## config.mk

```make
export PLATFORM = sky130hd
export DESIGN_NAME = periph_demux_flat
export DESIGN_NICKNAME = d
export VERILOG_FILES = /design/src/rtl/safety_island_pkg.sv /design/src/rtl/mem_bus_if.sv /design/src/rtl/periph_demux.sv /design/src/flat_wrapper.sv
export SDC_FILE = /design/constraint.sdc
export NUM_CORES = 1
export LEC_CHECK = 0
export ABC_AREA = 1
export BUFFER_PORTS_ARGS = -buffer_cell sky130_fd_sc_hd__buf_2
export CAP_MARGIN = 15
export CORE_AREA = 2 2 81 83
export CTS_CLUSTER_SIZE = 25
export DETAILED_ROUTE_END_ITERATION = 8
export DIE_AREA = 0 0 83 85
export PLACE_DENSITY_LB_ADDON = 0.1
export REMOVE_ABC_BUFFERS = 1
export SLEW_MARGIN = 20
export SYNTH_ARGS = -nofsm -noshare
export SYNTH_HDL_FRONTEND = slang
export SYNTH_SLANG_ARGS = --single-unit
```

## constraint.sdc

```tcl
create_clock -name clk_i -period 3.9 [get_ports clk_i]
set_clock_uncertainty 0.2 [all_clocks]
set_input_delay 0.39 -clock clk_i [delete_from_list [all_inputs] [get_ports clk_i]]
set_output_delay 0.39 -clock clk_i [all_outputs]
set_load 0.01 [all_outputs]
```

## src/rtl/safety_island_pkg.sv

```systemverilog
// ----------------------------------------------------------
// Safety island package
// Bus widths, memory map and shared types of the island's
// memory interconnect
// ----------------------------------------------------------

package safety_island_pkg;

  // Bus widths
  localparam int unsigned AddrWidth = 32;
  localparam int unsigned DataWidth = 32;
  localparam int unsigned BeWidth   = DataWidth / 8;

  typedef logic [AddrWidth-1:0] addr_t;
  typedef logic [DataWidth-1:0] data_t;
  typedef logic [BeWidth-1:0]   be_t;

  // Crossbar ports
  localparam int unsigned NumInitiators = 2;
  localparam int unsigned NumTargets    = 3;

  typedef enum logic [1:0] {
    TgtBank0  = 2'd0,
    TgtBank1  = 2'd1,
    TgtPeriph = 2'd2
  } xbar_target_e;

  // ----------------------------------------------------------
  // Memory map, relative to the island base
  // ----------------------------------------------------------
  localparam addr_t PeriphOffset  = 32'h0020_0000;
  localparam addr_t AddrRange     = 32'h0080_0000;
  localparam addr_t SocCtrlOffset = 32'h0000_0000;
  localparam addr_t SocCtrlRange  = 32'h0000_1000;
  localparam addr_t BootRomOffset = 32'h0000_1000;

  // Returned for every unmapped access
  localparam data_t ErrorRdata = 32'hBADC_AB1E;

  typedef enum logic [1:0] {
    BootJtag    = 2'd0,
    BootPreload = 2'd1,
    BootFlash   = 2'd2
  } bootmode_e;

  // SoC control register offsets within its window
  localparam int unsigned RegOffWidth = $clog2(SocCtrlRange);

  typedef enum logic [RegOffWidth-1:0] {
    RegBootAddr = 12'h000,
    RegFetchEn  = 12'h004,
    RegBootMode = 12'h008
  } soc_ctrl_reg_e;

endpackage
```

## src/rtl/mem_bus_if.sv

```systemverilog
// ----------------------------------------------------------
// Memory bus interface
// req/gnt/rvalid protocol with one response per granted
// request, one cycle after the grant
// ----------------------------------------------------------

`timescale 1ns/1ps

interface mem_bus_if import safety_island_pkg::*; ();

  logic  req;
  logic  gnt;
  logic  rvalid;
  logic  we;
  be_t   be;
  addr_t addr;
  data_t wdata;
  data_t rdata;
  logic  err;

  modport initiator (
    output req, we, be, addr, wdata,
    input  gnt, rvalid, rdata, err
  );

  modport target (
    input  req, we, be, addr, wdata,
    output gnt, rvalid, rdata, err
  );

endinterface

```

## src/rtl/periph_demux.sv

```systemverilog
// ----------------------------------------------------------
// Peripheral region demux
// Routes the SoC control window to the register block and
// answers every other address with an error response
// ----------------------------------------------------------

`timescale 1ns/1ps

module periph_demux import safety_island_pkg::*; #(
  parameter addr_t PeriphBaseAddr = PeriphOffset
) (
  input  logic clk_i,
  input  logic rst_ni,
  mem_bus_if.target    bus,
  mem_bus_if.initiator ctrl
);

  addr_t ctrl_off;
  logic  in_ctrl;
  logic  err_req;
  logic  err_q;

  // Offset inside the control window, wraps for lower addresses
  assign ctrl_off = bus.addr - PeriphBaseAddr - SocCtrlOffset;
  assign in_ctrl  = ctrl_off < SocCtrlRange;
  assign err_req  = bus.req && !in_ctrl;

  // ----------------------------------------------------------
  // Request path
  // ----------------------------------------------------------
  assign ctrl.req   = bus.req && in_ctrl;
  assign ctrl.we    = bus.we;
  assign ctrl.be    = bus.be;
  assign ctrl.addr  = ctrl_off;
  assign ctrl.wdata = bus.wdata;

  // Error responder never stalls
  assign bus.gnt = in_ctrl ? ctrl.gnt : 1'b1;

  // ----------------------------------------------------------
  // Response path
  // ----------------------------------------------------------
  always_ff @(posedge clk_i or negedge rst_ni) begin
    if (!rst_ni) begin
      err_q <= 1'b0;
    end else begin
      err_q <= err_req;
    end
  end

  assign bus.rvalid = err_q || ctrl.rvalid;
  assign bus.rdata  = err_q ? ErrorRdata : ctrl.rdata;
  assign bus.err    = err_q || ctrl.err;

endmodule

```

## src/flat_wrapper.sv

```systemverilog
// flat-port wrapper written by rule: the top's interface ports become plain ports
module periph_demux_flat import safety_island_pkg::*;
#(
  parameter addr_t PeriphBaseAddr = PeriphOffset
)
  (clk_i, rst_ni, bus_req, bus_we, bus_be, bus_addr, bus_wdata, bus_gnt, bus_rvalid, bus_rdata, bus_err, ctrl_req, ctrl_we, ctrl_be, ctrl_addr, ctrl_wdata, ctrl_gnt, ctrl_rvalid, ctrl_rdata, ctrl_err);
  mem_bus_if bus_i ();
  mem_bus_if ctrl_i ();
  input  logic clk_i;
  input  logic rst_ni;
  input wire logic [$bits(bus_i.req)-1:0] bus_req;
  input wire logic [$bits(bus_i.we)-1:0] bus_we;
  input wire logic [$bits(bus_i.be)-1:0] bus_be;
  input wire logic [$bits(bus_i.addr)-1:0] bus_addr;
  input wire logic [$bits(bus_i.wdata)-1:0] bus_wdata;
  output wire logic [$bits(bus_i.gnt)-1:0] bus_gnt;
  output wire logic [$bits(bus_i.rvalid)-1:0] bus_rvalid;
  output wire logic [$bits(bus_i.rdata)-1:0] bus_rdata;
  output wire logic [$bits(bus_i.err)-1:0] bus_err;
  output wire logic [$bits(ctrl_i.req)-1:0] ctrl_req;
  output wire logic [$bits(ctrl_i.we)-1:0] ctrl_we;
  output wire logic [$bits(ctrl_i.be)-1:0] ctrl_be;
  output wire logic [$bits(ctrl_i.addr)-1:0] ctrl_addr;
  output wire logic [$bits(ctrl_i.wdata)-1:0] ctrl_wdata;
  input wire logic [$bits(ctrl_i.gnt)-1:0] ctrl_gnt;
  input wire logic [$bits(ctrl_i.rvalid)-1:0] ctrl_rvalid;
  input wire logic [$bits(ctrl_i.rdata)-1:0] ctrl_rdata;
  input wire logic [$bits(ctrl_i.err)-1:0] ctrl_err;
  assign bus_i.req = bus_req;
  assign bus_i.we = bus_we;
  assign bus_i.be = bus_be;
  assign bus_i.addr = bus_addr;
  assign bus_i.wdata = bus_wdata;
  assign bus_gnt = bus_i.gnt;
  assign bus_rvalid = bus_i.rvalid;
  assign bus_rdata = bus_i.rdata;
  assign bus_err = bus_i.err;
  assign ctrl_req = ctrl_i.req;
  assign ctrl_we = ctrl_i.we;
  assign ctrl_be = ctrl_i.be;
  assign ctrl_addr = ctrl_i.addr;
  assign ctrl_wdata = ctrl_i.wdata;
  assign ctrl_i.gnt = ctrl_gnt;
  assign ctrl_i.rvalid = ctrl_rvalid;
  assign ctrl_i.rdata = ctrl_rdata;
  assign ctrl_i.err = ctrl_err;
  periph_demux #(.PeriphBaseAddr(PeriphBaseAddr)) u_core (.clk_i(clk_i), .rst_ni(rst_ni), .bus(bus_i), .ctrl(ctrl_i));
endmodule
```

-- Yosys cells after proc, flatten, opt, wreduce, memory -nomap -nowiden
Cells that the tools add are included.
- reduce and logical (&&, ||, !) cells: 5
- $lt $le $gt $ge: 1
- multiplexer cells: 2
- $add $sub $neg: 1
- operators with widths (kind ; number):
    32-bit by 13-bit < comparator with 1-bit output, second input constant ; 1
    32-bit 2-to-1 mux ; 1
    32-bit by 22-bit subtractor with 32-bit output, second input constant ; 1
    1-bit logical AND ; 2
    1-bit logical OR ; 2
    1-bit logical NOT ; 1
    1-bit 2-to-1 mux ; 1
- output and inout bits: 105
- bits of input ports: 107
- flip-flop bits (word level): 1
- word-level logic and storage cells: 10

-- Longest topological paths before layout
Gate-level depths: netlist (run 1).
- depth in word-level cells: 4
- mapped depth: 11
- gate-level depth less buffers: 11

-- Worst setup path after synthesis (run 1)
Ideal clock, no wire load.
- path type: input to output
- start point: input port bus_addr[21]
- end point: output port bus_gnt
- arrival time: 1608 ps
- stages: 11
- required time: 3310 ps
- path slack: 1702 ps
- cell sequence: inv_1 -> ha_1 -> inv_1 -> nand2_1 -> nand2_2 -> nor2_2 -> nand3_1 -> nor2_1 -> nand3_1 -> nor2_2 -> nand2_1
- word-level cells in the longest chain between the ends: 3
- RTL lines (item ; RTL line ; RTL):
    start: declaration ; flat_wrapper.sv:14 ; input wire logic [$bits(bus_i.addr)-1:0] bus_addr;
    32-bit by 22-bit subtractor with 32-bit output ; periph_demux.sv:24 ; assign ctrl_off = bus.addr - PeriphBaseAddr - SocCtrlOffset;
    named net ctrl_addr[23] ; flat_wrapper.sv:23 ; output wire logic [$bits(ctrl_i.addr)-1:0] ctrl_addr;
    32-bit by 13-bit < comparator with 1-bit output ; periph_demux.sv:25 ; assign in_ctrl = ctrl_off < SocCtrlRange;
    1-bit 2-to-1 mux ; periph_demux.sv:38 ; assign bus.gnt = in_ctrl ? ctrl.gnt : 1'b1;
    end: declaration ; flat_wrapper.sv:16 ; output wire logic [$bits(bus_i.gnt)-1:0] bus_gnt;
The timed path passes the listed nets, and every way through them passes these cells.

-- Worst setup path after layout (run 1)
- start point: input port bus_addr[21]
- end point: output port bus_gnt
- word-level cells in the longest chain between the ends: 3
- RTL lines (item ; RTL line):
    32-bit by 22-bit subtractor with 32-bit output ; periph_demux.sv:24
    32-bit by 13-bit < comparator with 1-bit output ; periph_demux.sv:25
    1-bit 2-to-1 mux ; periph_demux.sv:38
No other way between the ends.

==> flow_metrics.env, run 1 <==
export IMPL_wl_met2_mm=3.31
export IMPL_cp_max_fo=7
export IMPL_synth_cell_types=19
export IMPL_fin_nets=369
export IMPL_setup_tns_ns=0
export IMPL_utilization=0.230
export IMPL_start_util=0.193
export IMPL_rows=29
export IMPL_grt_use_total=0.190
export IMPL_dpl_cell_area_mm2=0.00141
export IMPL_maxCapViolCount=0
export IMPL_relSlewSlack=0.431
export IMPL_io_pins=212
export IMPL_worstMarginPinSlew_ns=0.853
export IMPL_whs_endpoint="u_core.err_q"
export IMPL_finalWorstSetupSlack_ns=1.41
export IMPL_holdPathStages=3
export IMPL_min_path_type="primary input to flip-flop"
export IMPL_largest_reg_flops=1
export IMPL_critPathArrivalTime_ns=1.90
export IMPL_netlist_area_mm2=0.00120
export IMPL_firstDrtPassIters=4
export IMPL_cp_required_ns=3.31
export IMPL_finalSetupViolCount=0
export IMPL_synth_warnings=0
export IMPL_area_growth_syn_to_layout_pct=19.0
export IMPL_design_die_area_mm2=0.00706
export IMPL_placeableCoreArea_mm2=0.00620
export IMPL_drt_wirelength_per_cell_um=21.0
export IMPL_reg_top3="u_core.err_q x1"
export IMPL_syn_inst=206
export IMPL_status="complete, no violations"
export IMPL_slew_violations=0
export IMPL_die_x_um=83
export IMPL_met3_length_mm=1.70
export IMPL_antenna_found_initial=1
export IMPL_syn_area_per_cell_um2=5.82
export IMPL_min_period_over_period=0.639
export IMPL_finalWirelength_mm=7.07
export IMPL_grt_first_pass_wirelength_mm=9.51
export IMPL_design_area_mm2=0.00143
export IMPL_ys_seq_elements=1
export IMPL_grt_overflow=0
export IMPL_cp_start_kind="primary input"
export IMPL_final_common_cell="buf_2"
export IMPL_rsz0062_at_grt="false"
export IMPL_leakage_nw=0.866
export IMPL_mostFrequentLayoutCells="113 x buf_2, 30 x inv_1, 26 x nor2_1, 25 x nand2_1, 21 x or2_2"
export IMPL_gp_congestion=0.725
export IMPL_fillers=742
export IMPL_drc=0
export IMPL_seq_area_frac_synth=0.0209
export IMPL_post_cts_buffers=0
export IMPL_postRouteAntennaNets=0
export IMPL_grt_max_degree=35
export IMPL_peakVddDrop_uv=32.9
export IMPL_clk_pin_slew_ns=0
export IMPL_min_from="bus_req"
export IMPL_dp_slack_ns=1.38
export IMPL_path_class="primary input to output port"
export IMPL_fmaxAchievable_ghz=0.401
export IMPL_hpwl_mm=6.41
export IMPL_highest_layer="met3"
export IMPL_routedLengthMet1_mm=2.06
export IMPL_avgViaCountPerCell=4.02
export IMPL_die_h_um=85
export IMPL_end_kind="output port"
export IMPL_min_period_ns=2.49
export IMPL_dr_total_vias=1354
export IMPL_portBuffers=113
export IMPL_layout_drive_gt1_share=0.606
export IMPL_grt_pass1_vias=1254
export IMPL_p_per_area_mw_per_mm2=102
export IMPL_regMostFlops="u_core.err_q"
export IMPL_hold_violations=0
export IMPL_drt_initial_drc_count=35
-- timing repair --
item / CTS / global route
hold buffers: 1 / 0
gates resized for setup: 0 / 0
endpoints found under the hold margin: 1 / 0
-- cell usage after synthesis --
master | n | share of area
o21bai_2 | 1 | 0.0094
nand2_2 | 7 | 0.037
nand2_4 | 1 | 0.0094
dfrtp_1 | 1 | 0.021
buf_4 | 58 | 0.36
and2b_1 | 1 | 0.0063
nor2_4 | 7 | 0.066
nor2_2 | 4 | 0.021
inv_1 | 30 | 0.094
ha_1 | 1 | 0.010
nor2_1 | 26 | 0.081
or2_2 | 21 | 0.11
nand4_1 | 2 | 0.010
and2_1 | 2 | 0.010
nand3_1 | 12 | 0.050
o21ai_1 | 1 | 0.0042
nand2_1 | 25 | 0.078
clkbuf_1 | 3 | 0.0094
inv_2 | 3 | 0.0094
-- worst max path at each step --
stage               slack, ns          from  cells after the start       to
floorplan                1.70  bus_addr[21]                     11  bus_gnt
global placement         1.44  bus_addr[21]                     13  bus_gnt
detailed placement       1.38  bus_addr[21]                     13  bus_gnt
CTS                      1.37  bus_addr[21]                     13  bus_gnt
global route             1.20  bus_addr[21]                     13  bus_gnt
finish                   1.41  bus_addr[21]                     13  bus_gnt
-- worst max-delay path, stage by stage --
cell     delay [ns]
buf_2          0.10
inv_1          0.18
ha_1           0.34
inv_1          0.09
nand2_1        0.08
nand2_2        0.06
nor2_2         0.07
nand3_1        0.06
nor2_1         0.10
nand3_1        0.10
nor2_2         0.14
nand2_1        0.05
buf_2          0.13
-- cells by family (layout without fill, tap and decap cells) --
| group | after synthesis | after routing | share of synthesized area |
|---|---|---|---|
| and+or+nand+nor | 108 | 108 | 0.479 |
| buffers and inverters | 94 | 147 | 0.476 |
| AOI/OAI and AO/OA | 2 | 2 | 0.0136 |
| adders and majority gates | 1 | 1 | 0.0104 |
| DFF | 1 | 1 | 0.0209 |
| other | 0 | 1 | 0 |
-- routing by layer --
layer | GRT usage | vias to the layer above
li1 | - | 653
met1 | 0.154 | 528
met2 | 0.326 | 173
met3 | 0.209 | 0
met4 | 0.00149 | 0
met5 | 0.0629 | -
-- power breakdown --
part           leakage, nW    total (mW)  switching [mW]  internal [mW]
registers           0.0117        0.0152         0.00414         0.0110
clock network   0.00000634  0.0000000343               0   0.0000000343
logic                0.855         0.131          0.0689         0.0621
total                0.866         0.146          0.0730         0.0731
-- stage by stage --
| stage | power [mW] | std cells | hold slack, ns |
|---|---|---|---|
| floorplan | 0.0741 | 145 | -0.106 |
| global placement | 0.148 | 335 | -0.0355 |
| detailed placement | 0.147 | 335 | -0.0350 |
| CTS | 0.148 | 336 | 0.438 |
| global route | 0.162 | 336 | 0.492 |
| finish | 0.146 | 337 | 0.438 |
-- layout make-up --
cell class	count	area (µm²)	area share
diodes	1	2.50	0.00175
multi-input cells	111	603	0.423
flip-flops and latches	1	25.0	0.0175
inverters	33	124	0.0868
repair buffers	114	576	0.404
well taps	77	96.3	0.0675
(Power assumes the default switching activity.)
==> run 2: changes to the inputs <==
==> constraint.sdc (replaced) <==
create_clock -name clk_i -period 2 [get_ports clk_i]
set_clock_uncertainty 0.2 [all_clocks]
set_input_delay 0.2 -clock clk_i [delete_from_list [all_inputs] [get_ports clk_i]]
set_output_delay 0.2 -clock clk_i [all_outputs]
set_load 0.01 [all_outputs]
==> run 2 against run 1 <==
Compared with the run above: core utilization up 1.0 points; critical endpoint is now ctrl_req; worst setup slack got worse by 1.3 ns; first-iteration DRC count down 43%; flip-flop and latch count unchanged; sequential share of layout area is 0.074 points lower; total power is 110% higher; final area rose by 4.4%; combinational power increased by 110%; final cell count up 0.59%.
==> flow_metrics.env, run 2 (synthesis gave the netlist of run 1 again) <==
export IMPL_grt_max_degree=29
export IMPL_min_period_ns=1.88
export IMPL_cp_max_fo=2
export IMPL_whs_endpoint="ctrl_wdata[13]"
export IMPL_gp_congestion=0.785
export IMPL_io_pins=212
export IMPL_crit_chain="buf_8 > inv_4 > ha_4 > nand2_2 > and2b_1 > nand2_1 > nor2_2 > nand3_1 > nor2_1 > nand3_1 > nor2_1 > buf_2"
export IMPL_die_x_um=83
export IMPL_setup_tns_ns=0
export IMPL_utilization=0.240
export IMPL_grt_overflow=0
export IMPL_critPathMaxStageDelay_ns=0.25
export IMPL_fillers=716
export IMPL_dpl_cell_area_mm2=0.00144
export IMPL_rsz0062_at_grt="true"
export IMPL_post_cts_buffers=0
export IMPL_dp_slack_ns=0.0334
export IMPL_drc=0
export IMPL_dp_cells=338
export IMPL_layout_drive_gt1_share=0.630
export IMPL_crit_slowest_cell="ha_4"
export IMPL_worstMarginPinSlew_ns=0.685
export IMPL_cp_required_ns=1.60
export IMPL_mostFrequentLayoutCells="111 x buf_2, 28 x inv_1, 25 x nor2_1, 24 x nand2_1, 21 x or2_2"
export IMPL_finalWorstSetupSlack_ns=0.116
export IMPL_holdPathStages=0
export IMPL_placeableCoreArea_mm2=0.00620
export IMPL_dr_total_vias=1367
export IMPL_min_path_type="primary input to output port"
export IMPL_diodes=0
export IMPL_design_die_area_mm2=0.00706
export IMPL_stdcell_count=339
export IMPL_hpwl_mm=6.51
export IMPL_grt_pass1_vias=1322
export IMPL_avgViaCountPerCell=4.03
export IMPL_postRouteAntennaNets=0
export IMPL_firstDrtPassIters=4
export IMPL_finalWirelength_mm=7.16
export IMPL_rows=29
export IMPL_final_common_cell="buf_2"
export IMPL_antenna_found_initial=2
export IMPL_die_h_um=85
export IMPL_min_from="bus_wdata[13]"
export IMPL_reg_top3="u_core.err_q x1"
export IMPL_finalSetupViolCount=0
export IMPL_hold_violations=0
export IMPL_largest_reg_flops=1
export IMPL_drt_wirelength_per_cell_um=21.1
export IMPL_portBuffers=113
export IMPL_total_power_mw=0.301
export IMPL_start_util=0.193
export IMPL_grt_first_pass_wirelength_mm=9.67
export IMPL_relSlewSlack=0.543
export IMPL_cp_start_kind="primary input"
export IMPL_p_per_area_mw_per_mm2=202
export IMPL_peakVddDrop_uv=77.9
export IMPL_area_growth_syn_to_layout_pct=24.2
export IMPL_maxCapViolCount=0
export IMPL_leakage_nw=0.885
export IMPL_min_period_over_period=0.942
export IMPL_design_area_mm2=0.00149
export IMPL_slew_violations=0
export IMPL_critPathArrivalTime_ns=1.48
export IMPL_timing_hold_ws_ns=0.200
export IMPL_path_class="primary input to output port"
export IMPL_regMostFlops="u_core.err_q"
export IMPL_end_kind="output port"
export IMPL_fin_nets=372
export IMPL_fmaxAchievable_ghz=0.531
export IMPL_drt_initial_drc_count=20
export IMPL_status="complete, no violations"
export IMPL_grt_use_total=0.192
-- run 2: timing repair --
item,4_1_cts,5_1_grt
gates resized for setup,0,13
setup endpoints to repair,0,2
hold buffers,1,0
endpoints found under the hold margin,1,0
-- run 2: cell type report --
| type | instances | area [µm²] | area share |
|---|---|---|---|
| well taps | 77 | 96.3 | 0.0647 |
| repair buffers | 117 | 618 | 0.415 |
| flip-flops and latches | 1 | 25.0 | 0.0168 |
| inverters | 33 | 129 | 0.0866 |
| multi-input cells | 111 | 621 | 0.417 |
-- run 2: worst max path at each step --
stage	slack [ns]	to	start	cells past startpoint
after CTS	0.03	bus_gnt	bus_addr[21]	13
final	0.12	ctrl_req	bus_addr[22]	12
after global placement	0.05	bus_gnt	bus_addr[21]	13
after global routing	-0.05	ctrl_req	bus_addr[22]	12
after floorplan	0.18	bus_gnt	bus_addr[21]	11
after detailed placement	0.03	bus_gnt	bus_addr[21]	13
-- run 2: critical path: cells and delay by family --
family	cells	cell delay, ns
fa+ha+maj	1	0.25
buf+inv	3	0.24
simple gates	8	0.80
-- run 2: where the power goes --
part           total, mW  switching (mW)  internal [mW]  leakage [nW]
clock network          0               0              0             0
registers         0.0280         0.00648         0.0215        0.0117
logic              0.273           0.140          0.132         0.873
-- run 2: metal layers --
| layer | up-vias | part of all wire | global-route usage |
|---|---|---|---|
| met5 | - | 0.0029 | 0.0629 |
| met4 | 4 | 0.00028 | 0.00149 |
| met3 | 4 | 0.24 | 0.213 |
| met2 | 175 | 0.47 | 0.334 |
| met1 | 528 | 0.29 | 0.153 |
| li1 | 656 | - | - |
==> run 3: changes to the inputs <==
==> constraint.sdc (replaced) <==
create_clock -name clk_i -period 2 [get_ports clk_i]
set_clock_uncertainty 0.2 [all_clocks]
set_input_delay 0.4 -clock clk_i [delete_from_list [all_inputs] [get_ports clk_i]]
set_output_delay 0.4 -clock clk_i [all_outputs]
set_load 0.01 [all_outputs]
==> run 3 against run 2 <==
Compared with the run above: the run now ends with setup timing left; critical path depth unchanged; critical path type unchanged; combinational power increased by 17%; highest routed layer is now met3; first-iteration DRC count increased by 80%; hold slack improved by 0.24 ns; largest power group unchanged.
==> flow_metrics.env, run 3 (synthesis gave the netlist of run 1 again) <==
export IMPL_largest_reg_flops=1
export IMPL_dp_slack_ns=-0.362
export IMPL_die_h_um=85
export IMPL_drt_initial_drc_count=36
export IMPL_slew_violations=0
export IMPL_leakage_nw=1.01
export IMPL_firstDrtPassIters=4
export IMPL_mostFrequentLayoutCells="109 x buf_2, 28 x inv_1, 26 x nor2_1, 24 x nand2_1, 23 x buf_4"
export IMPL_cp_common_cell="nor2_1"
export IMPL_p_per_area_mw_per_mm2=201
export IMPL_relSlewSlack=0.894
export IMPL_dr_total_vias=1448
export IMPL_avgViaCountPerCell=4.00
export IMPL_placeableCoreArea_mm2=0.00620
export IMPL_min_from="bus_req"
export IMPL_crit_buf_inv=3
export IMPL_grt_max_degree=35
export IMPL_status="finished, violations left"
export IMPL_violations="setup timing"
export IMPL_cp_startpoint="bus_addr[21]"
export IMPL_fin_nets=393
export IMPL_postRouteAntennaNets=0
export IMPL_critPathMaxStageDelay_ns=0.24
export IMPL_cp_start_kind="primary input"
export IMPL_gp_congestion=0.739
export IMPL_fmaxAchievable_ghz=0.454
export IMPL_peakVddDrop_uv=83.3
export IMPL_grt_overflow=0
export IMPL_reg_top3="u_core.err_q x1"
export IMPL_die_x_um=83
export IMPL_portBuffers=113
export IMPL_io_pins=212
export IMPL_antenna_found_initial=2
export IMPL_min_path_type="primary input to flip-flop"
export IMPL_setup_tns_ns=-0.421
export IMPL_final_common_cell="buf_2"
export IMPL_grt_pass1_vias=1331
export IMPL_path_class="primary input to output port"
export IMPL_finalWorstSetupSlack_ns=-0.202
export IMPL_critPathTopFamily="simple AND/OR/NAND/NOR gates"
export IMPL_design_die_area_mm2=0.00706
export IMPL_stdcell_count=362
export IMPL_rsz0062_at_grt="true"
export IMPL_finalSetupViolCount=4
export IMPL_critPathArrivalTime_ns=1.60
export IMPL_hpwl_mm=6.50
export IMPL_maxCapViolCount=0
export IMPL_area_growth_syn_to_layout_pct=42.0
export IMPL_finalWirelength_mm=7.08
export IMPL_fillers=729
export IMPL_crit_slowest_cell="ha_4"
export IMPL_grt_use_total=0.189
export IMPL_grt_first_pass_wirelength_mm=9.41
export IMPL_min_period_ns=2.20
export IMPL_cp_max_fo=2
export IMPL_end_kind="output port"
export IMPL_drt_wirelength_per_cell_um=19.6
export IMPL_regMostFlops="u_core.err_q"
export IMPL_dp_cells=356
export IMPL_start_util=0.193
export IMPL_worstMarginPinSlew_ns=0.159
export IMPL_drc=0
export IMPL_crit_chain="buf_8 > inv_6 > ha_4 > nand2_1 > and2b_1 > nand2_1 > nor2_1 > nand3_1 > nor2_1 > nand3_1 > nor2_1 > buf_2"
export IMPL_clk_pin_slew_ns=0
export IMPL_min_period_over_period=1.10
export IMPL_layout_drive_gt1_share=0.657
export IMPL_rows=29
export IMPL_utilization=0.274
export IMPL_hold_violations=0
export IMPL_cp_required_ns=1.40
==> run 3: cell type report <==
cell class,instances,area (µm²),share of cell area
Antenna cell,2,5.00,0.00294
Sequential cell,1,25.0,0.0147
Tap cell,77,96.3,0.0566
Multi-Input combinational cell,111,643,0.378
Timing Repair Buffer,138,801,0.471
Inverter,33,131,0.0772
==> run 3: what timing repair did <==
item                                    4_1_cts  5_1_grt
resized for setup                             9       11
hold buffers                                  1        0
buffers inserted                              0        3
pin swaps                                     9       13
gates cloned                                  0        0
endpoints found under the hold margin         1        0
endpoints found under the setup margin        8        7
==> run 3: stage by stage <==
stage	total power, mW	instance area [µm²]	hold slack (ns)
after floorplan	0.144	752	-0.0956
after global placement	0.324	1580	-0.0253
after detailed placement	0.321	1580	-0.0251
after CTS	0.331	1630	0.446
after global routing	0.375	1700	0.490
final	0.342	1700	0.442
==> run 3: report_power, final <==
group          internal [mW]  switching, mW    total, mW
Sequential            0.0217       0.000835       0.0225
Combinational          0.165          0.154        0.319
Clock            0.000000134              0  0.000000134
==> run 3: final timing paths <==
path | endpoint | slack (ns) | depth (start not counted)
setup / recovery | ctrl_req | -0.20 | 12
hold / removal | u_core.err_q | 0.44 | 3
max in group asynchronous | u_core.err_q | 1.01 | 2
min in group asynchronous | u_core.err_q | 0.51 | 2
==> run 3: layer usage <==
| metal | part of all wire | wire length [µm] | global-route usage |
|---|---|---|---|
| met5 | 0 | 0 | 0.0629 |
| met4 | 0 | 0 | 0.00149 |
| met3 | 0.24 | 1720 | 0.210 |
| met2 | 0.48 | 3400 | 0.332 |
| met1 | 0.28 | 1960 | 0.146 |
