==> src/rtl/safety_island_pkg.sv <==
// ----------------------------------------------------------
// Safety island package
// Bus widths, memory map and shared types of the island's
// memory interconnect
// ----------------------------------------------------------

package safety_island_pkg;

  // Bus widths
  localparam int unsigned AddrWidth = 32;
  localparam int unsigned DataWidth = 32;
  localparam int unsigned BeWidth   = DataWidth / 8;

  typedef logic [AddrWidth-1:0] addr_t;
  typedef logic [DataWidth-1:0] data_t;
  typedef logic [BeWidth-1:0]   be_t;

  // Crossbar ports
  localparam int unsigned NumInitiators = 2;
  localparam int unsigned NumTargets    = 3;

  typedef enum logic [1:0] {
    TgtBank0  = 2'd0,
    TgtBank1  = 2'd1,
    TgtPeriph = 2'd2
  } xbar_target_e;

  // ----------------------------------------------------------
  // Memory map, relative to the island base
  // ----------------------------------------------------------
  localparam addr_t PeriphOffset  = 32'h0020_0000;
  localparam addr_t AddrRange     = 32'h0080_0000;
  localparam addr_t SocCtrlOffset = 32'h0000_0000;
  localparam addr_t SocCtrlRange  = 32'h0000_1000;
  localparam addr_t BootRomOffset = 32'h0000_1000;

  // Returned for every unmapped access
  localparam data_t ErrorRdata = 32'hBADC_AB1E;

  typedef enum logic [1:0] {
    BootJtag    = 2'd0,
    BootPreload = 2'd1,
    BootFlash   = 2'd2
  } bootmode_e;

  // SoC control register offsets within its window
  localparam int unsigned RegOffWidth = $clog2(SocCtrlRange);

  typedef enum logic [RegOffWidth-1:0] {
    RegBootAddr = 12'h000,
    RegFetchEn  = 12'h004,
    RegBootMode = 12'h008
  } soc_ctrl_reg_e;

endpackage
==> src/rtl/mem_bus_if.sv <==
// ----------------------------------------------------------
// Memory bus interface
// req/gnt/rvalid protocol with one response per granted
// request, one cycle after the grant
// ----------------------------------------------------------

`timescale 1ns/1ps

interface mem_bus_if import safety_island_pkg::*; ();

  logic  req;
  logic  gnt;
  logic  rvalid;
  logic  we;
  be_t   be;
  addr_t addr;
  data_t wdata;
  data_t rdata;
  logic  err;

  modport initiator (
    output req, we, be, addr, wdata,
    input  gnt, rvalid, rdata, err
  );

  modport target (
    input  req, we, be, addr, wdata,
    output gnt, rvalid, rdata, err
  );

endinterface

==> src/rtl/soc_ctrl_regs.sv <==
// ----------------------------------------------------------
// SoC control registers
// Boot address, fetch enable and the boot mode sampled
// right after reset
// ----------------------------------------------------------

`timescale 1ns/1ps

module soc_ctrl_regs import safety_island_pkg::*; #(
  parameter addr_t BootAddrDefault = '0
) (
  input  logic      clk_i,
  input  logic      rst_ni,
  mem_bus_if.target bus,
  input  bootmode_e bootmode_i,
  output logic      fetch_enable_o,
  output addr_t     boot_addr_o
);

  logic [RegOffWidth-1:0] reg_off;
  addr_t                  boot_addr_q;
  logic                   fetch_en_q;
  bootmode_e              bootmode_q;
  logic                   first_q;
  logic                   rvalid_q;
  data_t                  rdata_d;
  data_t                  rdata_q;

  assign reg_off = bus.addr[RegOffWidth-1:0];

  always_ff @(posedge clk_i or negedge rst_ni) begin
    if (!rst_ni) begin
      boot_addr_q <= BootAddrDefault;
      fetch_en_q  <= 1'b0;
      bootmode_q  <= BootJtag;
      first_q     <= 1'b1;
      rvalid_q    <= 1'b0;
    end else begin
      first_q  <= 1'b0;
      rvalid_q <= bus.req;
      // Sample boot pins once, JTAG boot starts fetching at once
      if (first_q) begin
        bootmode_q <= bootmode_i;
        fetch_en_q <= (bootmode_i == BootJtag);
      end
      if (bus.req && bus.we) begin
        if (reg_off == RegBootAddr) begin
          for (int b = 0; b < BeWidth; b++) begin
            if (bus.be[b]) begin
              boot_addr_q[8*b +: 8] <= bus.wdata[8*b +: 8];
            end
          end
        end
        if (reg_off == RegFetchEn && bus.be[0]) begin
          fetch_en_q <= bus.wdata[0];
        end
      end
    end
  end

  // Read mux, writes answer with zero
  always_comb begin
    rdata_d = '0;
    if (!bus.we) begin
      case (reg_off)
        RegBootAddr: rdata_d = boot_addr_q;
        RegFetchEn:  rdata_d = data_t'(fetch_en_q);
        RegBootMode: rdata_d = data_t'(bootmode_q);
        default:     rdata_d = '0;
      endcase
    end
  end

  always_ff @(posedge clk_i) begin
    rdata_q <= rdata_d;
  end

  assign bus.gnt    = 1'b1;
  assign bus.rvalid = rvalid_q;
  assign bus.rdata  = rdata_q;
  assign bus.err    = 1'b0;

  assign fetch_enable_o = fetch_en_q;
  assign boot_addr_o    = boot_addr_q;

endmodule

==> src/flat_wrapper.sv <==
// flat-port wrapper written by rule: the top's interface ports become plain ports
module soc_ctrl_regs_flat import safety_island_pkg::*;
#(
  parameter addr_t BootAddrDefault = '0
)
  (clk_i, rst_ni, bootmode_i, fetch_enable_o, boot_addr_o, bus_req, bus_we, bus_be, bus_addr, bus_wdata, bus_gnt, bus_rvalid, bus_rdata, bus_err);
  mem_bus_if bus_i ();
  input  logic clk_i;
  input  logic rst_ni;
  input  bootmode_e bootmode_i;
  output logic fetch_enable_o;
  output addr_t boot_addr_o;
  input wire logic [$bits(bus_i.req)-1:0] bus_req;
  input wire logic [$bits(bus_i.we)-1:0] bus_we;
  input wire logic [$bits(bus_i.be)-1:0] bus_be;
  input wire logic [$bits(bus_i.addr)-1:0] bus_addr;
  input wire logic [$bits(bus_i.wdata)-1:0] bus_wdata;
  output wire logic [$bits(bus_i.gnt)-1:0] bus_gnt;
  output wire logic [$bits(bus_i.rvalid)-1:0] bus_rvalid;
  output wire logic [$bits(bus_i.rdata)-1:0] bus_rdata;
  output wire logic [$bits(bus_i.err)-1:0] bus_err;
  assign bus_i.req = bus_req;
  assign bus_i.we = bus_we;
  assign bus_i.be = bus_be;
  assign bus_i.addr = bus_addr;
  assign bus_i.wdata = bus_wdata;
  assign bus_gnt = bus_i.gnt;
  assign bus_rvalid = bus_i.rvalid;
  assign bus_rdata = bus_i.rdata;
  assign bus_err = bus_i.err;
  soc_ctrl_regs #(.BootAddrDefault(BootAddrDefault)) u_core (.clk_i(clk_i), .rst_ni(rst_ni), .bus(bus_i), .bootmode_i(bootmode_i), .fetch_enable_o(fetch_enable_o), .boot_addr_o(boot_addr_o));
endmodule
==> config.mk <==
export PLATFORM = sky130hd
export DESIGN_NAME = soc_ctrl_regs_flat
export DESIGN_NICKNAME = d
export VERILOG_FILES = /design/src/rtl/safety_island_pkg.sv /design/src/rtl/mem_bus_if.sv /design/src/rtl/soc_ctrl_regs.sv /design/src/flat_wrapper.sv
export SDC_FILE = /design/constraint.sdc
export NUM_CORES = 1
export LEC_CHECK = 0
export BUFFER_PORTS_ARGS = -buffer_cell sky130_fd_sc_hd__buf_2
export CAP_MARGIN = 0
export CELL_PAD_IN_SITES_DETAIL_PLACEMENT = 2
export CELL_PAD_IN_SITES_GLOBAL_PLACEMENT = 2
export CORE_AREA = 5 5 101 103
export DETAILED_ROUTE_END_ITERATION = 8
export DIE_AREA = 0 0 106 108
export PLACE_DENSITY = 0.87
export SYNTH_ARGS = -nofsm -noshare
export SYNTH_HDL_FRONTEND = slang
export SYNTH_SLANG_ARGS = --single-unit
export TNS_END_PERCENT = 10
==> constraint.sdc <==
create_clock -name clk_i -period 2.2 [get_ports clk_i]
set_clock_uncertainty 0.05 [all_clocks]
set_input_delay 0.22 -clock clk_i [delete_from_list [all_inputs] [get_ports clk_i]]
set_output_delay 0.22 -clock clk_i [all_outputs]
set_load 0.005 [all_outputs]
# Word level (Yosys, flattened, before mapping)
# Index checks and enable logic that the tools add are counted.
totals:
  ff_bits: 69
  input_bits: 74
  output_inout_bits: 68
classes:
  eq_ne: 2
  muxes: 4
  n_reduce_logical: 8
op_table:
  columns: ["operator", "n"]
  rows:
  - ["one-hot mux 32 bit (3 select lines)", 1]
  - ["== test 12 x 3 -> 1 bit (second input constant)", 1]
  - ["== test 12 x 4 -> 1 bit (second input constant)", 1]
  - ["logical NOT 12 bit", 1]
  - ["AND reduction 3 bit", 4]
  - ["two-way mux 1 bit", 3]
  - ["logical AND 1 bit", 2]
  - ["logical NOT 2 bit", 1]

# Depth between registers and ports, before layout
# Gate-level depths: netlist (run 1).
logic_depth:
  word_depth: 4
  mapped_depth: 5
  depth_no_buf: 3

# Least setup slack after synthesis (run 1)
# Ideal clock, no wire load.
synth_path:
  path_type: "in2reg"
  from: "in bus_addr[9]"
  to: "reg u_core.boot_addr_q[10], in the netlist u_core.boot_addr_o[10]"
  t_arrival_ns: 1.846
  setup_slack_ns: 0.179
  cell_stages: 4
  cell_sequence: "or4_1 -> buf_4 -> nor4_4 -> mux2_4"
synth_via:
  elab_chain_len: 2
synth_lines:
  columns: ["item", "line", "text"]
  rows:
  - ["from (decl)", "flat_wrapper.sv:16", "input wire logic [$bits(bus_i.addr)-1:0] bus_addr;"]
  - ["logical NOT 12 bit", "soc_ctrl_regs.sv:47", "if (reg_off == RegBootAddr) begin"]
  - ["AND reduction 3 bit (no source line)", null, null]
  - ["to (signal assigned)", "soc_ctrl_regs.sv:33", "boot_addr_q <= BootAddrDefault;"]
  - ["to (signal, indexed assignment)", "soc_ctrl_regs.sv:50", "boot_addr_q[8*b +: 8] <= bus.wdata[8*b +: 8];"]
  - ["to (decl)", "soc_ctrl_regs.sv:21", "addr_t boot_addr_q;"]
# Every way passes these cells.
# A chain may end at the register's enable or synchronous reset.

# Worst setup path in the final report (run 1)
layout_path:
  from: "in bus_addr[9]"
  to: "reg u_core.boot_addr_q[5], in the netlist u_core.boot_addr_o[5]"
# The elaborated chain is that of the path after synthesis.

==> reports/results.ini, run 1 <==
[outcome]
status=finished clean

[critical_path]
r2r_slack_ns=0.87
sequence_of_cells_on_the_critical_path=buf_2 > or4_1 > buf_4 > nor4_4 > buf_4 > mux2_2
critPathRequiredTime_ns=2.37
criticalPathCategory=primary input to flip-flop
max_stage_delay_ns=0.53
cp_slowest_cell=or4_1
crit_path_max_fanout=7
worst_ep_arrival_time_ns=1.90
critPathLaunchType=primary input
critical-path-top-cell-by-count=buf_4
timing.critical_path.to_type=flip-flop
cp.buffers_inverters=3
cp_top_family=simple AND/OR/NAND/NOR gates

[synth]
synth-warning-count=0
post_synth_edffs=0
synth_cell_types=23
synth_top_flop_cell=dfrtp_1
mappedNetlistArea_mm2=0.002479
synth.top_cells.by_area=dfrtp_1, dfxtp_1, mux2_2
synth_cells=169
synth_async_sr_flop_share=0.5362
ys_ff_latch=69
syn_area_per_cell_um2=14.67
synthDominantAreaCellType=dfrtp_1
yosysSeqAreaShare=0.6325
synth_top_cell_area_share=0.3635

[timing]
setup_viol=0
worst_path_setup_slack_after_routing_ns=0.4691
min_clock_period_post_route_ns=1.731
fin_worst_hold_slack_ns=0.02806
slew_headroom=0.3994
worst_pin_slew_ns=0.9009
fmax_mhz=577.7
timing_max_transition_violations_final=0
hold_violations=0
setup_tns_ns=0
rsz0062_at_grt=no
final.period_utilization=0.7868

[cells_and_area]
finish.net_count=377
layout.filler_cells=986
area.growth.synth_to_final_pct=40.33
most-common-layout-cells=buf_2, dfrtp_1, dfxtp_1
final_design_area_no_fill_mm2=0.003478
layout.core_utilization=0.3819
layout-drive-gt1-share=0.6039
final_common_cell=buf_2
n_antenna_cell=0

[power]
power.density_mw_per_mm2=720.7
internal-power_mw=1.958
power.sequential.fraction=0.508
vdd_drop_max_mv=0.2372
p_leak_nw=1.880
sw_ratio=0.2191
p_switching_mw=0.5492
power_frac_comb=0.041
clock_power_share=0.452

[routing]
detail_route.wirelength_um=6846
detail_route.vias_per_cell=4.310
initialDrtViolationCount=44
firstDrtPassIters=4
post_drt_wl_per_cell_um=16.34
drt.antenna.violating_nets=0
num_vias=1806
drc=0

[floorplan]
dieHeight_um=108
die_x_um=106
die-area_mm2=0.01145
placeableCoreArea_mm2=0.009109
row_count=35
ios=142
start_util=0.2721

[clock_network]
setup_fix_bufs_post_cts=0
latest_clock_arrival_within_the_worst_skew_pair_ns=0.33
cts_sinks=69
cts_max_level=3
clk_root_buffer_cell=clkbuf_8
cts_hold_buf=1
post_cts_resize_count=0
cts_tree=done
worst_setup_hold_path_clk_slew_ns=0.07
cts_made_buffers=9
max-clock-path-buffers=2

[grt]
grt_antenna_before_repair=0
overall_global_routing_usage=0.1219
global_route.usage.met1=0.1227
met3_usage=0.04896
top_usage_layer=met2
grt_max_degree=38
groute.layer.met2.usage=0.2259
grt_pass1_vias=2051
global_route_wire_length_before_repair_um=10810
grt_overflow=0

[placed_design]
dpl_cell_area_mm2=0.003254
place_worst_setup_slack_ns=0.1087
routabilityCongestion=0.6753
place.detailed.hpwl_um=5431
numPortBuffers=119

[worst_hold_path]
worstHoldPathType=primary input to flip-flop

[job]
max_cap_viols=0

-- sequential cells by signal, indices dropped and copies added, names as in the netlist --
| name | flops |
|---|---|
| u_core.bus.rvalid | 1 |
| u_core.boot_addr_o | 32 |
| u_core.fetch_enable_o | 1 |
| u_core.first_q | 1 |
| u_core.bus.rdata | 32 |
| u_core.bootmode_q | 2 |
-- worst paths after layout --
path,startpoint,end,depth (start not counted)
min in group asynchronous,rst_ni,u_core.bootmode_q[0],2
worst min-delay path,bus_req,u_core.bus.rvalid,1
worst max-delay path,bus_addr[9],u_core.boot_addr_o[5],6
worst max register to register,u_core.first_q,u_core.fetch_enable_o,2
worst min register to register,u_core.boot_addr_o[5],u_core.bus.rdata[5],1
max in group asynchronous,rst_ni,u_core.boot_addr_o[17],2
-- cell usage after synthesis, types with 3 or more instances --
cell and n:
and2_1 30, nor4_4 4, buf_4 3, nor2_1 3, mux2_4 8, nand3_1 4, mux2_2 27, dfrtp_1 36
dfxtp_1 32, clkbuf_1 3
-- area by class of cell --
cell class / count / area (µm²) / share of cell area
Clock buffer: 10 / 127.6 / 0.03669
Clock inverter: 6 / 86.33 / 0.02482
Timing Repair Buffer: 130 / 693.2 / 0.1993
Multi-Input combinational cell: 93 / 864.6 / 0.2486
Sequential cell: 69 / 1568 / 0.4507
Tap cell: 111 / 138.9 / 0.03993
-- layer usage --
layer,vias up,routed length [µm],share of wire
met3,8,579,0.085
met5,-,0,0
met4,0,68,0.0099
met2,73,3631,0.53
li1,840,-,-
met1,885,2565,0.37
-- worst reg2reg max path: cells and delay by family, from the launching register on --
kind / cells / cell delay, ns
DFF: 1 / 0.56
muxes: 2 / 0.59
-- cells by family after synthesis --
family,synth area share
other cells,0.003030
compound gates,0.003030
buf+inv,0.02271
simple gates,0.1550
flops,0.6325
mux,0.1837
-- power groups by stage --
| stage | combinational [mW] | clock, mW | sequential [mW] |
|---|---|---|---|
| 6_report | 0.102 | 1.13 | 1.27 |
| 3_5_place_dp | 0.104 | 0 | 1.30 |
| 5_1_grt | 0.115 | 1.23 | 1.27 |
| 3_3_place_gp | 0.0994 | 0 | 1.30 |
| 4_1_cts | 0.106 | 1.17 | 1.27 |
| 2_1_floorplan | 0.0303 | 0 | 1.30 |
-- metrics by stage --
stage	instances	total power, mW
detailed placement	402	1.404
global route	419	2.613
finish	419	2.507
CTS	419	2.550
global placement	402	1.398
floorplan	170	1.328
(Power assumes the default switching activity.)
==> inputs of run 2 (changes only) <==
- CORE_AREA: 5 5 101 103 -> 5 5 108 110
- DIE_AREA: 0 0 106 108 -> 0 0 113 115
- PLACE_DENSITY: 0.87 -> 0.8
- clock period: 2.2 -> 1.4 ns (I/O delays scaled with it)
==> run 2 against run 1 <==
  * The run now ends with negative setup slack left
  * Die area increased by 14%
  * Sequential share of layout area is 6.0 points lower
  * Register-to-register slack worse by 0.79 ns
  * Final cell count up 16%
  * Utilization fell by 0.37 points
  * Design area up 15%
  * Global-route usage grew 0.57 points
  * Non-clock buffer count grew 40
  * Hold slack improved by 0.019 ns
  * Sequential power increased by 57%
  * Sequential cell count unchanged
  * Combinational power increased to 2.7 times the previous value
  * Largest power group unchanged
==> reports/results.ini, run 2 (synthesis results as in run 1) <==
[critical_path]
worst_ep_arrival_time_ns=1.74  ; -0.16 ns
critPathRequiredTime_ns=1.56  ; -0.81 ns
crit_path_max_fanout=8  ; +1
timing.critical_path.to_type=flip-flop
ff2ff_path_depth=2  ; unchanged
critPathLaunchType=primary input
criticalPathCategory=primary input to flip-flop

[floorplan]
dieHeight_um=115  ; +6.5%
die_x_um=113  ; +6.6%
ios=142  ; unchanged
start_util=0.2338  ; -0.03834
row_count=38  ; +8.6%
die-area_mm2=0.01300  ; +14%
placeableCoreArea_mm2=0.01060  ; +16%

[cells_and_area]
final_design_area_no_fill_mm2=0.004010  ; +15%
finalNonFillerCells=488  ; +16%
layout-drive-gt1-share=0.5575  ; -0.04642
final_common_cell=buf_2
n_antenna_cell=0  ; unchanged
layout.core_utilization=0.3782  ; -0.003652
register_area_mm2=0.001568  ; unchanged
area.growth.synth_to_final_pct=61.79
most-common-layout-cells=buf_2, dlygate4sd3_1, dfrtp_1
finish.net_count=417  ; +11%
layout.filler_cells=1095  ; +11%
area_used_by_multi_input_combinational_logic_um2=950.9  ; +10%

[placed_design]
routabilityCongestion=0.7058  ; +4.5%
placed_cell_count=437  ; +8.7%
place.detailed.hpwl_um=5762  ; +6.1%
dpl_cell_area_mm2=0.003348  ; +2.9%
numPortBuffers=119  ; unchanged

[timing]
timing_max_transition_violations_final=0  ; unchanged
fmax_mhz=632.3
min_clock_period_post_route_ns=1.581
hold_violations=0  ; unchanged
setup_viol=34  ; +34
fin_worst_hold_slack_ns=0.04687  ; +0.01881 ns
rsz0062_at_grt=yes
final.period_utilization=1.130
worst_path_setup_slack_after_routing_ns=-0.1814  ; -0.6505 ns

[clock_network]
cts_made_buffers=9  ; unchanged
latest_clock_arrival_within_the_worst_skew_pair_ns=0.34  ; about the same
setup_fix_bufs_post_cts=0  ; unchanged
max-clock-path-buffers=2  ; unchanged
clk_root_buffer_cell=clkbuf_8
cts_tree=done
cts_max_level=3  ; unchanged
cts_sinks=69  ; unchanged
worst_setup_hold_path_clk_slew_ns=0.09  ; +0.02 ns

[grt]
grt_pass1_vias=2330  ; +14%
overall_global_routing_usage=0.1276  ; +0.005719
grt_max_degree=19  ; -50%
grt_overflow=0  ; unchanged
global_route_wire_length_before_repair_um=12700  ; +18%
grt_antenna_before_repair=0  ; unchanged

[routing]
drt.antenna.violating_nets=0  ; unchanged
detail_route.wirelength_um=8089  ; +18%
num_vias=1992  ; +10%
firstDrtPassIters=4  ; unchanged
initialDrtViolationCount=38  ; -14%
post_drt_wl_per_cell_um=16.58  ; +1.5%
detail_route.vias_per_cell=4.082  ; -5.3%
drc=0  ; unchanged

[power]
power.density_mw_per_mm2=967.3  ; +34%
vdd_drop_max_mv=0.3962  ; +67%
p_leak_nw=2.071  ; +10%

[worst_hold_path]
holdPathStages=3  ; +2
worstHoldPathType=primary input to flip-flop

[outcome]
status=complete, but fails checks
violated_checks=negative setup slack

[job]
max_cap_viols=0  ; unchanged

[run 2: per-stage QoR]
stage / TNS (ns) / power, mW / setup slack [ns]
3_5_place_dp: -31.63 / 2.229 / -0.6014
5_1_grt: -4.929 / 4.083 / -0.1875
2_1_floorplan: -22.55 / 2.088 / -0.5361
6_report: -4.131 / 3.879 / -0.1814
3_3_place_gp: -31.13 / 2.219 / -0.5891
4_1_cts: -3.537 / 3.960 / -0.1715
[run 2: power by group]
group / total, mW / internal [mW] / switching, mW
logic: 0.275 / 0.170 / 0.105
clock network: 1.61 / 0.821 / 0.785
registers: 2.00 / 1.99 / 0.00755
[run 2: what timing repair did]
action	CTS	global route
gates cloned	0	0
hold buffers	36	0
endpoints found under the setup margin	61	52
resized for setup	29	3
pin swaps	7	1
hold endpoints to repair	73	0
[run 2: final timing paths]
check	startpoint	end	slack (ns)
worst max register to register	u_core.first_q	u_core.fetch_enable_o	0.08
worst max-delay path	bus_addr[10]	u_core.boot_addr_o[14]	-0.18
min in group asynchronous	rst_ni	u_core.bootmode_q[1]	0.17
worst min register to register	u_core.boot_addr_o[16]	u_core.bus.rdata[16]	0.45
max in group asynchronous	rst_ni	u_core.boot_addr_o[19]	0.66
worst min-delay path	bus_addr[2]	u_core.bus.rdata[1]	0.05
[run 2: routing by layer]
layer  up-vias  global-route usage  routed length, µm
met2        80              0.2318               4279
li1        925                   -                  -
met4         0             0.03686                 71
met5         -                   0                  0
met3         7             0.04158                577
met1       980              0.1431               3160
[run 2: cell type report]
type,count,area share
repair buffers,170,0.2805
well taps,140,0.04368
flip-flops and latches,69,0.3910
clock buffers,10,0.03183
multi-input cells,93,0.2371
clock inverters,6,0.01591
[run 2: worst max-delay path, stage by stage]
cell,delay (ns)
buf_2,0.10
or4_4,0.64
nor4_4,0.36
buf_12,0.19
mux2_4,0.31
==> inputs of run 3 (changes only) <==
- CORE_AREA: 5 5 108 110 -> 5 5 102 104
- CTS_BUF_LIST: not set -> sky130_fd_sc_hd__clkbuf_8
- DIE_AREA: 0 0 113 115 -> 0 0 107 109
- PLACE_DENSITY: 0.8 -> 0.85
- clock period: 1.4 -> 1.7 ns (I/O delays scaled with it)
==> run 3 against run 2 <==
  * The flow now finishes without violations
  * Critical path depth grew 1
  * Die area shrank 10%
  * Register-to-register slack gained 0.30 ns
  * Combinational power shrank 40%
  * Largest cell class unchanged
  * Setup slack gained 0.22 ns
  * Final cell count shrank 10%
  * Global-route usage grew 0.31 points
  * Highest routed layer unchanged
  * Non-clock buffer count shrank 23
  * Sequential power shrank 18%
  * Clock-buffer cell count shrank 1
  * Largest power group is now clock
  * Sequential cell count is the same
==> reports/results.ini, run 3 (synthesis results as in run 1) <==
[clock_network]
setup_fix_bufs_post_cts=0  ; unchanged
worst_setup_hold_path_clk_slew_ns=0.07  ; -0.02 ns
clk_root_buffer_cell=clkbuf_8
max-clock-path-buffers=2  ; unchanged
cts_made_buffers=9  ; unchanged
latest_clock_arrival_within_the_worst_skew_pair_ns=0.34  ; about the same
cts_max_level=3  ; unchanged
cts_sinks=69  ; unchanged
cts_tree=done

[placed_design]
place_worst_setup_slack_ns=-0.3501  ; +0.2514 ns
routabilityCongestion=0.7981  ; +13%
placed_cell_count=411  ; -5.9%
dpl_cell_area_mm2=0.003303  ; -1.3%
place.detailed.hpwl_um=5569  ; -3.4%
numPortBuffers=119  ; unchanged

[timing]
timing_max_transition_violations_final=0  ; unchanged
final.period_utilization=0.9787
setup_viol=0  ; -100%
worst_path_setup_slack_after_routing_ns=0.03629  ; +0.2177 ns
fmax_mhz=601.1
min_clock_period_post_route_ns=1.664
hold_violations=0  ; unchanged
rsz0062_at_grt=no

[critical_path]
cp.buffers_inverters=3  ; +1
critPathRequiredTime_ns=1.87  ; +0.31 ns
worst_ep_arrival_time_ns=1.84  ; +0.10 ns
timing.critical_path.to_type=flip-flop
cp_slowest_cell=or4_1
cp_top_family=simple AND/OR/NAND/NOR gates
sequence_of_cells_on_the_critical_path=buf_2 > or4_1 > buf_4 > nor4_4 > buf_6 > mux2_2
crit_path_max_fanout=7  ; -1
max_stage_delay_ns=0.55  ; -0.09 ns
criticalPathCategory=primary input to flip-flop
critPathLaunchType=primary input

[grt]
grt_overflow=0  ; unchanged
global_route_wire_length_before_repair_um=11530  ; -9.2%
grt_max_degree=38  ; +19
grt_pass1_vias=2172  ; -6.8%
grt_antenna_before_repair=0  ; unchanged
overall_global_routing_usage=0.1307  ; +0.003084

[routing]
detail_route.vias_per_cell=4.273  ; +4.7%
drt.antenna.violating_nets=0  ; unchanged
drc=0  ; unchanged
initialDrtViolationCount=38  ; unchanged
post_drt_wl_per_cell_um=16.74  ; +0.98%
detail_route.wirelength_um=7348  ; -9.2%
firstDrtPassIters=3  ; -1
num_vias=1876  ; -5.8%

[cells_and_area]
layout-drive-gt1-share=0.5908  ; +0.03330
final_design_area_no_fill_mm2=0.003696  ; -7.8%
final_common_cell=buf_2
most-common-layout-cells=buf_2, dfrtp_1, dfxtp_1
n_antenna_cell=0  ; unchanged
area.growth.synth_to_final_pct=49.12
finish.net_count=394  ; -5.5%
finalNonFillerCells=439  ; -10%

[floorplan]
ios=142  ; unchanged
start_util=0.2620  ; +0.02826
die-area_mm2=0.01166  ; -10%
row_count=36  ; -5.3%
dieHeight_um=109  ; -5.2%
die_x_um=107  ; -5.3%
placeableCoreArea_mm2=0.009459  ; -11%

[outcome]
status=finished clean

[worst_hold_path]
worstHoldPathType=primary input to flip-flop

[power]
vdd_drop_max_mv=0.4203  ; +6.1%
p_leak_nw=1.986  ; -4.1%
power.density_mw_per_mm2=966.1  ; -0.13%
p_total_mw=3.571  ; -7.9%

[job]
max_cap_viols=0  ; unchanged

[run 3: cell types whose count changed in the layout (fill, tap and decap cells not counted), moves of 3 or more]
| cell | delta |
|---|---|
| mux2_4 | -21 |
| buf_4 | +3 |
| bufinv_16 | +3 |
| mux2_2 | +20 |
| dlygate4sd3_1 | -24 |
[run 3: layout make-up]
cell class,instances,area [µm²]
flip-flops and latches,69,1568
multi-input cells,93,864.6
clock inverters,7,137.6
repair buffers,147,859.6
clock buffers,9,123.9
fillers,998,5763
well taps,114,142.6
[run 3: power breakdown]
part	internal, mW	switching (mW)
Sequential	1.64	0.00697
Clock	1.12	0.637
Combinational	0.0924	0.0735
Total	2.85	0.718
[run 3: worst register-to-register path: stages, from the launching register on]
cell and delay, ns:
dfstp_2 0.56, mux2_2 0.34, mux2_2 0.26
[run 3: worst paths after layout]
check | from | endpoint | slack [ns] | depth (start not counted)
hold / removal | bus_wdata[6] | u_core.boot_addr_o[6] | 0.02 | 2
setup reg to reg | u_core.first_q | u_core.fetch_enable_o | 0.38 | 2
max in group asynchronous | rst_ni | u_core.first_q | 0.89 | 3
setup / recovery | bus_addr[9] | u_core.boot_addr_o[4] | 0.04 | 6
hold reg to reg | u_core.boot_addr_o[23] | u_core.bus.rdata[23] | 0.45 | 1
min in group asynchronous | rst_ni | u_core.boot_addr_o[17] | 0.36 | 3
[run 3: repair_timing]
item                                    CTS  global route
hold buffers                             11             1
resized for setup                         0             3
endpoints found under the setup margin    0            22
hold endpoints to repair                 46             1
[run 3: per-stage QoR]
| step | TNS [ns] | hold slack [ns] | utilization |
|---|---|---|---|
| CTS | 0 | 0.0003058 | 0.3885 |
| finish | 0 | 0.01805 | 0.3907 |
| global route | 0 | 0.002718 | 0.3907 |
| floorplan | -6.022 | -0.1756 | - |
| detailed placement | -17.47 | 0.2087 | 0.3492 |
| global placement | -18.26 | 0.1951 | 0.3492 |
[run 3: metal layers]
layer  wire length [µm]  global-route usage  up-vias
li1                   -                   -      879
met1               2874              0.1414      902
met2               3753              0.2320       84
met3                606             0.05447       11
met4                112             0.04292        0
met5                  0                   0        -
